<file path="src/logic/cache_pkg.sv">
`default_nettype none

package cache_pkg;

   // address split: low bits pick the set, the rest is the tag
   localparam int addr_w  = 12;
   localparam int set_w   = 3;                // 8 sets
   localparam int tag_w   = addr_w - set_w;   // 9 bit tag
   localparam int n_ways  = 4;
   localparam int nways_w = 2;                // binary way index

   // replacement policy codes
   localparam int rep_plru_tree = 0;
   localparam int rep_plru_mru  = 1;

   // both fifos share one depth
   localparam int fifo_depth = 4;
   localparam int fifo_ptr_w = 2;

   typedef logic [addr_w-1:0] req_word_t;      // request is a bare address

   typedef struct packed {
      logic               hit;       // tag matched a valid way
      logic [nways_w-1:0] way;       // hit way, or way the tag went into
      logic               evicted;   // a valid line was replaced
      logic [tag_w-1:0]   tag_echo;  // tag of the request, for in-order matching
   } resp_word_t;

   // one-hot way vector to binary index, zero if no bit is set
   function automatic logic [nways_w-1:0] onehot_to_bin(input logic [n_ways-1:0] onehot);
      logic [nways_w-1:0] bin;
      bin = '0;
      for (int i = 0; i < n_ways; i++) begin
         if (onehot[i]) bin = bin | nways_w'(i);
      end
      return bin;
   endfunction

endpackage

`default_nettype wire

</file>
<file path="src/logic/cache_dir_top.sv">
`timescale 1ns/1ps
`default_nettype none

module cache_dir_top #(
   parameter int rep_policy = cache_pkg::rep_plru_tree
) (
   input  logic                          clk,
   input  logic                          rst_n,
   // request
   input  logic                          req_valid,
   output logic                          req_ready,
   input  logic [cache_pkg::addr_w-1:0]  req_addr,
   // response
   output logic                          resp_valid,
   input  logic                          resp_ready,
   output logic                          resp_hit,
   output logic [cache_pkg::nways_w-1:0] resp_way,
   output logic                          resp_evicted,
   output logic [cache_pkg::tag_w-1:0]   resp_tag
);

   import cache_pkg::*;

   logic       q_valid;
   logic       q_ready;
   req_word_t  q_data;
   logic       r_valid;
   logic       r_ready;
   resp_word_t r_data;
   resp_word_t resp_data;   // head of the response fifo

   cache_fifo #(
      .payload_t (req_word_t)
   ) req_fifo (
      .clk       (clk),
      .rst_n     (rst_n),
      .in_valid  (req_valid),
      .in_ready  (req_ready),
      .in_data   (req_addr),
      .out_valid (q_valid),
      .out_ready (q_ready),
      .out_data  (q_data)
   );

   cache_tag_lookup #(
      .rep_policy (rep_policy)
   ) lookup (
      .clk     (clk),
      .rst_n   (rst_n),
      .q_valid (q_valid),
      .q_ready (q_ready),
      .q_data  (q_data),
      .r_valid (r_valid),
      .r_ready (r_ready),
      .r_data  (r_data)
   );

   cache_fifo #(
      .payload_t (resp_word_t)
   ) resp_fifo (
      .clk       (clk),
      .rst_n     (rst_n),
      .in_valid  (r_valid),
      .in_ready  (r_ready),
      .in_data   (r_data),
      .out_valid (resp_valid),
      .out_ready (resp_ready),
      .out_data  (resp_data)
   );

   // split the payload onto loose ports
   assign resp_hit     = resp_data.hit;
   assign resp_way     = resp_data.way;
   assign resp_evicted = resp_data.evicted;
   assign resp_tag     = resp_data.tag_echo;

endmodule

`default_nettype wire

</file>
<file path="src/logic/cache_fifo.sv">
`timescale 1ns/1ps
`default_nettype none

module cache_fifo #(
   parameter type payload_t = logic
) (
   input  logic     clk,
   input  logic     rst_n,
   // write side
   input  logic     in_valid,
   output logic     in_ready,
   input  payload_t in_data,
   // read side
   output logic     out_valid,
   input  logic     out_ready,
   output payload_t out_data
);

   import cache_pkg::*;

   payload_t              mem [fifo_depth];   // storage, no reset needed
   logic [fifo_ptr_w-1:0] wr_ptr;
   logic [fifo_ptr_w-1:0] rd_ptr;
   logic [fifo_ptr_w:0]   count;              // one extra bit so full fits
   logic                  push;
   logic                  pop;

   assign in_ready  = (count != fifo_depth[fifo_ptr_w:0]);   // only full blocks the writer
   assign out_valid = (count != '0);
   assign out_data  = mem[rd_ptr];                           // head of queue, straight out

   assign push = in_valid & in_ready;
   assign pop  = out_valid & out_ready;

   // payload write, pointers wrap on their own since depth is a power of 2
   always_ff @(posedge clk) begin
      if (push) mem[wr_ptr] <= in_data;
   end

   always_ff @(posedge clk or negedge rst_n) begin
      if (!rst_n) begin
         wr_ptr <= '0;
         rd_ptr <= '0;
         count  <= '0;
      end else begin
         if (push) wr_ptr <= wr_ptr + 1'b1;
         if (pop)  rd_ptr <= rd_ptr + 1'b1;
         // occupancy only moves when exactly one side transfers
         if (push && !pop) begin
            count <= count + 1'b1;
         end else if (pop && !push) begin
            count <= count - 1'b1;
         end
      end
   end

endmodule

`default_nettype wire

</file>
<file path="src/logic/cache_line_regfile.sv">
`timescale 1ns/1ps
`default_nettype none

module cache_line_regfile #(
   parameter int data_w = 8
) (
   input  logic                    clk,
   input  logic                    rst_n,
   input  logic                    we,
   input  logic [cache_pkg::set_w-1:0] addr,     // set index
   input  logic [data_w-1:0]       w_data,
   output logic [data_w-1:0]       r_data
);

   import cache_pkg::*;

   localparam int n_sets = 2 ** set_w;

   logic [data_w-1:0] mem [n_sets];   // one word per set

   assign r_data = mem[addr];          // read is combinational, same cycle as the lookup

   // every set cleared so valid bits and policy state start at zero
   always_ff @(posedge clk or negedge rst_n) begin
      if (!rst_n) begin
         for (int s = 0; s < n_sets; s++) begin
            mem[s] <= '0;
         end
      end else if (we) begin
         mem[addr] <= w_data;          // new value visible after the edge
      end
   end

endmodule

`default_nettype wire

</file>
<file path="src/logic/cache_replacement_policy.sv">
`timescale 1ns/1ps
`default_nettype none

module cache_replacement_policy #(
   parameter int rep_policy = cache_pkg::rep_plru_tree
) (
   input  logic                          clk,
   input  logic                          rst_n,
   input  logic                          write_en,       // one per accepted lookup
   input  logic [cache_pkg::set_w-1:0]   line_addr,      // set being looked up
   input  logic [cache_pkg::n_ways-1:0]  way_hit,        // way used by this access, one-hot
   output logic [cache_pkg::n_ways-1:0]  way_select,     // victim, one-hot
   output logic [cache_pkg::nways_w-1:0] way_select_bin  // victim, binary
);

   import cache_pkg::*;

   if (rep_policy == rep_plru_mru) begin : g_mru
      // one bit per way, set once the way has been used
      logic [n_ways-1:0] mru_in;
      logic [n_ways-1:0] mru_out;

      // mark the used way, start over when every way would be marked
      assign mru_in = (&(mru_out | way_hit)) ? way_hit : (mru_out | way_hit);

      // victim is the lowest way with a clear bit
      assign way_select[0] = ~mru_out[0];
      for (genvar i = 1; i < n_ways; i++) begin : g_sel
         assign way_select[i] = ~mru_out[i] & (&mru_out[i-1:0]);   // all lower ways used
      end

      assign way_select_bin = onehot_to_bin(way_select);

      cache_line_regfile #(
         .data_w (n_ways)
      ) mru_store (
         .clk    (clk),
         .rst_n  (rst_n),
         .we     (write_en),
         .addr   (line_addr),
         .w_data (mru_in),
         .r_data (mru_out)
      );
   end else begin : g_tree
      // heap-numbered node bits, node 1 is the root, children of n are 2n and 2n+1
      // leaves n_ways .. 2*n_ways-1 map to ways 0 .. n_ways-1
      logic [n_ways-1:1] tree_in;
      logic [n_ways-1:1] tree_out;
      logic [nways_w:0]  node;        // walk position, ends on a leaf

      // walk from the root: 0 goes left, 1 goes right
      always_comb begin
         node = (nways_w + 1)'(1);
         for (int lvl = 0; lvl < nways_w; lvl++) begin
            node = tree_out[node] ? ((node << 1) + 1'b1) : (node << 1);
         end
         way_select_bin = nways_w'(node - n_ways);
      end

      assign way_select = n_ways'(1) << way_select_bin;

      // update rule per node
      for (genvar lvl = 0; lvl < nways_w; lvl++) begin : g_level
         for (genvar j = 0; j < (1 << lvl); j++) begin : g_node
            localparam int nd   = (1 << lvl) + j;   // heap index of this node
            localparam int span = n_ways >> lvl;    // ways below this node
            localparam int base = j * span;         // first way below it

            logic left_used;
            logic right_used;

            assign left_used  = |way_hit[base +: span/2];
            assign right_used = |way_hit[base + span/2 +: span/2];

            // point away from the used side, hold when the access is not below us
            assign tree_in[nd] = left_used | (tree_out[nd] & ~right_used);
         end
      end

      cache_line_regfile #(
         .data_w (n_ways-1)
      ) tree_store (
         .clk    (clk),
         .rst_n  (rst_n),
         .we     (write_en),
         .addr   (line_addr),
         .w_data (tree_in),
         .r_data (tree_out)
      );
   end

endmodule

`default_nettype wire

</file>
<file path="src/logic/cache_tag_lookup.sv">
`timescale 1ns/1ps
`default_nettype none

module cache_tag_lookup #(
   parameter int rep_policy = cache_pkg::rep_plru_tree
) (
   input  logic                  clk,
   input  logic                  rst_n,
   // request side, from the request fifo
   input  logic                  q_valid,
   output logic                  q_ready,
   input  cache_pkg::req_word_t  q_data,
   // response side, to the response fifo
   output logic                  r_valid,
   input  logic                  r_ready,
   output cache_pkg::resp_word_t r_data
);

   import cache_pkg::*;

   logic [set_w-1:0]        set_idx;
   logic [tag_w-1:0]        req_tag;
   logic [n_ways*tag_w-1:0] tag_rd;      // all ways of the set, way 0 in the low bits
   logic [n_ways*tag_w-1:0] tag_wr;
   logic [n_ways-1:0]       valid_rd;
   logic [n_ways-1:0]       valid_wr;
   logic [n_ways-1:0]       way_hit;     // one-hot, at most one way matches
   logic                    hit;
   logic [nways_w-1:0]      hit_bin;
   logic [n_ways-1:0]       victim;      // from the policy, one-hot
   logic [nways_w-1:0]      victim_bin;
   logic [n_ways-1:0]       used_way;    // way that becomes most recent
   logic                    accept;
   logic                    install;
   logic                    evicted;

   // lookup only runs when the result has somewhere to go
   assign q_ready = r_ready;
   assign r_valid = q_valid;
   assign accept  = q_valid & r_ready;

   assign set_idx = q_data[set_w-1:0];          // low bits select the set
   assign req_tag = q_data[addr_w-1:set_w];

   // compare against every way of the set
   for (genvar w = 0; w < n_ways; w++) begin : g_cmp
      assign way_hit[w] = valid_rd[w] & (tag_rd[w*tag_w +: tag_w] == req_tag);
   end

   assign hit     = |way_hit;
   assign hit_bin = onehot_to_bin(way_hit);

   // miss path, victim comes straight from the policy for this set
   assign install  = accept & ~hit;
   assign evicted  = ~hit & valid_rd[victim_bin];   // replacing a live line
   assign used_way = hit ? way_hit : victim;

   // new tag goes into the victim slot, other ways keep theirs
   always_comb begin
      tag_wr = tag_rd;
      for (int w = 0; w < n_ways; w++) begin
         if (victim[w]) tag_wr[w*tag_w +: tag_w] = req_tag;
      end
   end

   assign valid_wr = valid_rd | victim;

   assign r_data.hit      = hit;
   assign r_data.way      = hit ? hit_bin : victim_bin;
   assign r_data.evicted  = evicted;
   assign r_data.tag_echo = req_tag;

   cache_line_regfile #(
      .data_w (n_ways*tag_w)
   ) tag_store (
      .clk    (clk),
      .rst_n  (rst_n),
      .we     (install),
      .addr   (set_idx),
      .w_data (tag_wr),
      .r_data (tag_rd)
   );

   cache_line_regfile #(
      .data_w (n_ways)
   ) valid_store (
      .clk    (clk),
      .rst_n  (rst_n),
      .we     (install),
      .addr   (set_idx),
      .w_data (valid_wr),
      .r_data (valid_rd)
   );

   // policy updates on hits and misses alike
   cache_replacement_policy #(
      .rep_policy (rep_policy)
   ) policy (
      .clk            (clk),
      .rst_n          (rst_n),
      .write_en       (accept),
      .line_addr      (set_idx),
      .way_hit        (used_way),
      .way_select     (victim),
      .way_select_bin (victim_bin)
   );

endmodule

`default_nettype wire

</file>
<file path="config.mk">
export PLATFORM = sky130hd
export DESIGN_NAME = cache_dir_top
export DESIGN_NICKNAME = d
export VERILOG_FILES = /design/src/logic/cache_pkg.sv /design/src/logic/cache_dir_top.sv /design/src/logic/cache_fifo.sv /design/src/logic/cache_line_regfile.sv /design/src/logic/cache_replacement_policy.sv /design/src/logic/cache_tag_lookup.sv
export SDC_FILE = /design/constraint.sdc
export NUM_CORES = 1
export LEC_CHECK = 0
export ABC_AREA = 1
export BUFFER_PORTS_ARGS = -buffer_cell sky130_fd_sc_hd__buf_4
export CORE_ASPECT_RATIO = 1.25
export CORE_UTILIZATION = 37
export CTS_CLUSTER_SIZE = 20
export DETAILED_ROUTE_END_ITERATION = 8
export GPL_TIMING_DRIVEN = 0
export MAX_ROUTING_LAYER = met4
export PLACE_DENSITY = 0.55
export SETUP_SLACK_MARGIN = 0.5
export SKIP_CTS_REPAIR_TIMING = 1
export SLEW_MARGIN = 15
export SYNTH_ARGS = -nofsm -noshare
export SYNTH_HDL_FRONTEND = slang
export SYNTH_HIERARCHICAL = 1
export SYNTH_SLANG_ARGS = --single-unit
</file>
<file path="constraint.sdc">
create_clock -name clk -period 3.8 [get_ports clk]
set_clock_uncertainty 0.2 [all_clocks]
set_input_delay 0.38 -clock clk [delete_from_list [all_inputs] [get_ports clk]]
set_output_delay 0.38 -clock clk [all_outputs]
set_load 0.02 [all_outputs]
</file>
==> Word-level counts from Yosys, hierarchy flattened <==
Memory sizes are Yosys's and may differ from the RTL's.
Cells that the tools add are included.
{ "classes": {"n_addsub": 10, "n_mul": 0, "n_div": 0, "magnitude_cmp": 4, "eq_ne": 6, "n_shift": 1, "mux": 41, "bitwise_logic": 21, "reduce_logical": 15} }
{ "ops": {"columns": ["operator", "count"], "rows": [
  ["$bwmux 288", 1],
  ["$bmux 36 s3", 1],
  ["$demux 36 s3", 1],
  ["$mux 36", 3],
  ["$eq 9x9->1", 4],
  ["$mux 9", 4],
  ["$bwmux 32", 1],
  ["$bwmux 24", 1],
  ["$mux 3", 7],
  ["$mux 4", 4],
  ["$and 1x1->1", 12],
  ["$bmux 4 s3", 1],
  ["$demux 4 s3", 1],
  ["$add 2x1->2 const B", 5],
  ["$bmux 3 s3", 1],
  ["$demux 3 s3", 1],
  ["$mux 1", 8],
  ["$mux 2", 4],
  ["$add 3x1->3 const B", 2],
  ["$ne 3x3->1 const B", 2],
  ["$reduce_bool 3->1", 2],
  ["$sub 3x1->3 const B", 2],
  ["$logic_and 1x1->1", 5],
  ["$bmux 1 s2", 2],
  ["14 further kinds", 23]
]} }
{ "word_totals": {"register_bits": 358, "latch_bits": 0, "ramBits": 100, "romBits": 0, "inputBits": 16, "out_inout_bits": 15, "elab_cells": 130, "n_memories": 2} }
{ "mem_list": {"columns": ["memory", "words", "word_bits", "rd", "rd_clocked_by_memory_dff", "write_ports", "line", "rtl"], "rows": [
  ["resp_fifo.mem", 4, 13, 1, 0, 1, "cache_fifo.sv:21", "payload_t mem [fifo_depth];"],
  ["req_fifo.mem", 4, 12, 1, 0, 1, "cache_fifo.sv:21", null]
]} }

==> Depth between registers and ports, before layout <==
An unclocked memory read counts as a cell.
{ "logic_depth": {"ltp_word": 17, "ltp_mapped": 28, "mapped_depth_nobuf": 25} }

==> Cells and area by module <==
Netlist, hierarchy kept.
{ "modules_own_cells": {"columns": ["mod", "instances", "cells_each", "area_each_um2", "seq_area_each_um2"], "rows": [
  ["cache_line_regfile (lookup.tag_store)", 1, 1850, 13675.6, 7206.9],
  ["cache_fifo (resp_fifo)", 1, 210, 2542.4, 1736.7],
  ["cache_fifo (req_fifo)", 1, 199, 2396.0, 1616.6],
  ["cache_line_regfile (lookup.valid_store)", 1, 214, 1597.8, 800.8],
  ["cache_tag_lookup", 1, 281, 1378.8, 0.0],
  ["cache_line_regfile (lookup.policy.g_tree.tree_store)", 1, 165, 1184.9, 600.6],
  ["cache_replacement_policy", 1, 15, 71.3, 0.0]
]} }

==> Worst setup path before layout <==
No wires, ideal clock.
{ "synth_path": {"path_kind": "register to register", "startpoint": "register req_fifo.rd_ptr[0]", "endpoint": "register lookup/tag_store/mem[123] (netlist bit)", "setup_time_ns": 0.132, "arrival_ns": 3.291, "required_ns": 3.468, "setup_slack_ns": 0.177, "stages_incl_launch_ff": 29, "n_path_buf": 4, "synth_period_minus_slack_ns": 3.623, "cell_sequence": "dfrtp_1 inv_2 buf_2 nand2_1 o211ai_1 nand2_1 inv_2 buf_2 buf_1 nand2_1 nand3_1 nand2_1 inv_1 nand2_1 inv_1 nand2_1 nand2_1 nor2_1 nand3_1 nor2_2 nor2_4 nand2_4 nor2_2 inv_1 nor2_4 nand2_2 clkbuf_1 nand2_1 o21ai_0"} }
{ "synth_via": {"elab_cells_between_ends": 36, "classes_between": "add/sub (2); order compare (2); eq/ne (4); shift (1); mux (17); bitwise (7); reduce/logical (2); memory (1)"} }
{ "synth_lines": {"columns": ["element", "line", "rtl"], "rows": [
  ["start, declared", "cache_fifo.sv:23", "logic [fifo_ptr_w-1:0] rd_ptr;"],
  ["start signal, assigned", "cache_fifo.sv:47", "if (pop) rd_ptr <= rd_ptr + 1'b1;"],
  ["$mem_v2 4x12", null, null],
  ["via q_data[0]", "cache_dir_top.sv:26", "req_word_t q_data;"],
  ["$not 3->4 (not written as such)", "cache_line_regfile.sv:21", "assign r_data = mem[addr];"],
  ["$bmux 36 s3", "cache_line_regfile.sv:21", null],
  ["$mux 36 (not written as such) (2 in series)", "cache_line_regfile.sv:21", null],
  ["via lookup.tag_rd[18]", "cache_tag_lookup.sv:23", "logic [n_ways*tag_w-1:0] tag_rd;"],
  ["$eq 9x9->1", "cache_tag_lookup.sv:47", "assign way_hit[w] = valid_rd[w] & (tag_rd[w*tag_w +: tag_w] == req_tag);"],
  ["$and 1x1->1", "cache_tag_lookup.sv:47", null],
  ["$reduce_or 4->1", "cache_tag_lookup.sv:50", "assign hit = |way_hit;"],
  ["via lookup.hit", "cache_tag_lookup.sv:28", "logic hit;"],
  ["$not 1->1", "cache_tag_lookup.sv:54", "assign install = accept & ~hit;"],
  ["$and 1x1->1", "cache_tag_lookup.sv:54", null],
  ["via lookup.install", "cache_tag_lookup.sv:34", "logic install;"],
  ["end signal, assigned by index", "cache_line_regfile.sv:30", "mem[addr] <= w_data;"],
  ["end, declared", "cache_line_regfile.sv:19", "logic [data_w-1:0] mem [n_sets];"]
]} }
The timed path passes the listed nets, and every way through them passes these cells. The select of a mux whose other input is x is not followed.
A chain may end at the register's enable or synchronous reset.

==> Final worst setup path <==
{ "layout_path": {"startpoint": "register req_fifo.rd_ptr[0]", "endpoint": "register lookup/tag_store/mem[280] (netlist bit)"} }
The elaborated chain is that of the path after synthesis.

==> metrics.cfg <==
[sta]
fmax_mhz = 245
finalHoldViolCount = 0
maxSlewViolCount = 0
rsz0062_at_grt = yes
final.setup.tns_ns = -50.27
layout_setup_ws_ns = -0.286
setup_viol = 341
tightest_slew_ns = 1.17
post-route-period-util_pct = 108
min_period_ns = 4.09
timing.hold.ws_ns = 0.189
slew_headroom_pct = 22.0

[global_route]
antenna_found_initial = 0
grt_pass1_vias = 18500
grt_pass1_wl_um = 106000
grt_util_all_layers_pct = 22.7
overflow = 0
grt_max_degree = 101

[setup_path]
cp_top_family = simple AND/OR/NAND/NOR gates
endpoint_kind = flop
worstPathArrival_ns = 4.34
path_class = flop to flop
startpoint_type = flop
critical-path-max-stage-delay_ns = 0.41
slowest_stage = dfrtp_1
crit_fanout = 8
cp.required_ns = 4.06
critPathBufInv = 11

[routing]
vias = 19600
drc = 0
vias_per_cell = 4.95
ant_nets = 0
avgRoutedWirePerCell_um = 18.1
drt-total-wl_um = 71600
firstDrtPassIters = 6
drt-initial-drc-count = 1575

[logic_synthesis]
yosys.area.top_type_share_pct = 39.2
yosys_warnings = 6
synth_area_leaders = dfrtp_1, nand2_1, edfxtp_1
synth-async-reset-ratio_pct = 78.2
yosysTopAreaCell = dfrtp_1
ys_seq_area_share_pct = 52.4
avgSynthCellArea_um2 = 7.79
syn_area_um2 = 22800
synth-main-ff-cell = dfrtp_1
syn-instance-count = 2934
ys_types = 34
synth_edf_count = 100
ys_seq_elements = 458
synth_common_cells = nand2_1, inv_1, dfrtp_1
synth_nets = 2962
synth.most_common_cell = nand2_1

[die]
core_region_area_um2 = 60900
row_count = 101
die_h_um = 280
start_util_pct = 37.5
io_pins = 31
die_w_um = 224
die_area_um2 = 62800

[run]
max-cap-violations = 0

[finish]
nNetsFinal = 3117
syn2layout_area_growth_pct = 22.3
nFillCells = 6084
final_util_pct = 45.9
insertedDiodeCount = 0
drive_gt1_share_pct = 16.6

[placement]
pre_cts_slack_ns = -1.27
placement.io_buffers = 30
gp_congestion = 0.887
place_hpwl_um = 47900

[cts]
numCtsBuffers = 49
clk_pin_slew_worst_paths_ns = 0.06
h-tree-depth = 2
clkLatencyLatePin_ns = 0.60
cts.sinks = 458
clk_path_buf_depth = 3
cts_tree = built
clockRootBuffer = clkbuf_16

[run_status]
failed_checks = negative setup slack
status = finished, violations left

[hold_path]
hp-class = input pin to asynchronous set/reset pin

worst paths after layout:
check,startpoint,end,slack [ns],cells after the start
min in group clk,lookup/policy/g_tree.tree_store/mem[10],lookup/policy/g_tree.tree_store/mem[10],0.28,2
max in group asynchronous,rst_n,lookup/tag_store/mem[247],1.92,5
hold reg to reg,lookup/policy/g_tree.tree_store/mem[10],lookup/policy/g_tree.tree_store/mem[10],0.28,2
setup reg to reg,req_fifo/rd_ptr[0],lookup/tag_store/mem[280],-0.29,29
hold / removal,rst_n,lookup/valid_store/mem[28],0.19,3
setup / recovery,req_fifo/rd_ptr[0],lookup/tag_store/mem[280],-0.29,29
tightest hold or removal path, delay by kind of cell:
family / cells / cell delay (ns)
buffers and inverters: 3 / 1.05
stage by stage:
stage                     cells  area, um^2
after floorplan            2934       23100
after global placement     3788       24300
after detailed placement   3792       24400
after CTS                  3883       26100
after global routing       3953       27900
final                      3953       27900
registers in the layout, summed over array words and instances, names as in the netlist:
signal and count:
req_fifo/mem 48, req_fifo/count 3, resp_fifo/mem 52, lookup/policy/g_tree.tree_store/mem 24, lookup/valid_store/mem 32, resp_fifo/count 3
req_fifo/rd_ptr 2, lookup/tag_store/mem 288, req_fifo/wr_ptr 2, resp_fifo/rd_ptr 2, resp_fifo/wr_ptr 2
logic make-up (layout without fill, tap and decap cells):
| group | count (synthesis) | count (layout) | share of synthesized area (%) |
|---|---|---|---|
| AND/OR/NAND/NOR | 1463 | 1464 | 25.5 |
| buffers and inverters | 544 | 738 | 10.4 |
| flip-flops | 458 | 458 | 52.4 |
| AO/OA/AOI/OAI | 443 | 443 | 10.5 |
| XOR/XNOR | 14 | 14 | 0.537 |
| adder cells (fa/ha/maj) | 12 | 12 | 0.723 |
layout by cell type (no fill, tap or decap), types with 15 or more instances in the layout:
cell type	synthesis	layout
inv_2	21	31
buf_6	20	51
o211ai_1	40	40
nand3_1	101	93
dlygate4sd3_1	0	15
o21ai_0	231	166
nand2_1	1278	1204
buf_12	0	19
inv_1	363	344
buf_8	0	16
clkbuf_16	0	63
dfrtp_1	358	358
nand2_2	9	68
clkbuf_4	0	17
buf_4	20	105
nor2_1	45	35
edfxtp_1	100	100
o21ai_1	155	206
routing by layer:
metal | global-route usage, % | wire length, um | share of wire (%)
met4 | 8.69 | 3480 | 4.9
met1 | 28.0 | 29700 | 41
met5 | - | 0 | 0
met2 | 38.0 | 34800 | 49
met3 | 2.75 | 3590 | 5.0
area by class of cell:
class,instances,area [um^2],share of cell area (%)
buffer,154,1630,5.85
clock buffer,71,1390,4.97
clock inverter,20,223,0.797
inverter,390,1520,5.44
multi-input combinational,1933,8980,32.1
sequential,458,12000,42.8
tap,824,1030,3.69
timing repair buffer,102,1190,4.27
timing repair inverter,1,8.76,0.0313
Power is left out: the tool's default activity adds up to more than one toggle a clock period on the data nets, which glitch-free logic cannot reach.
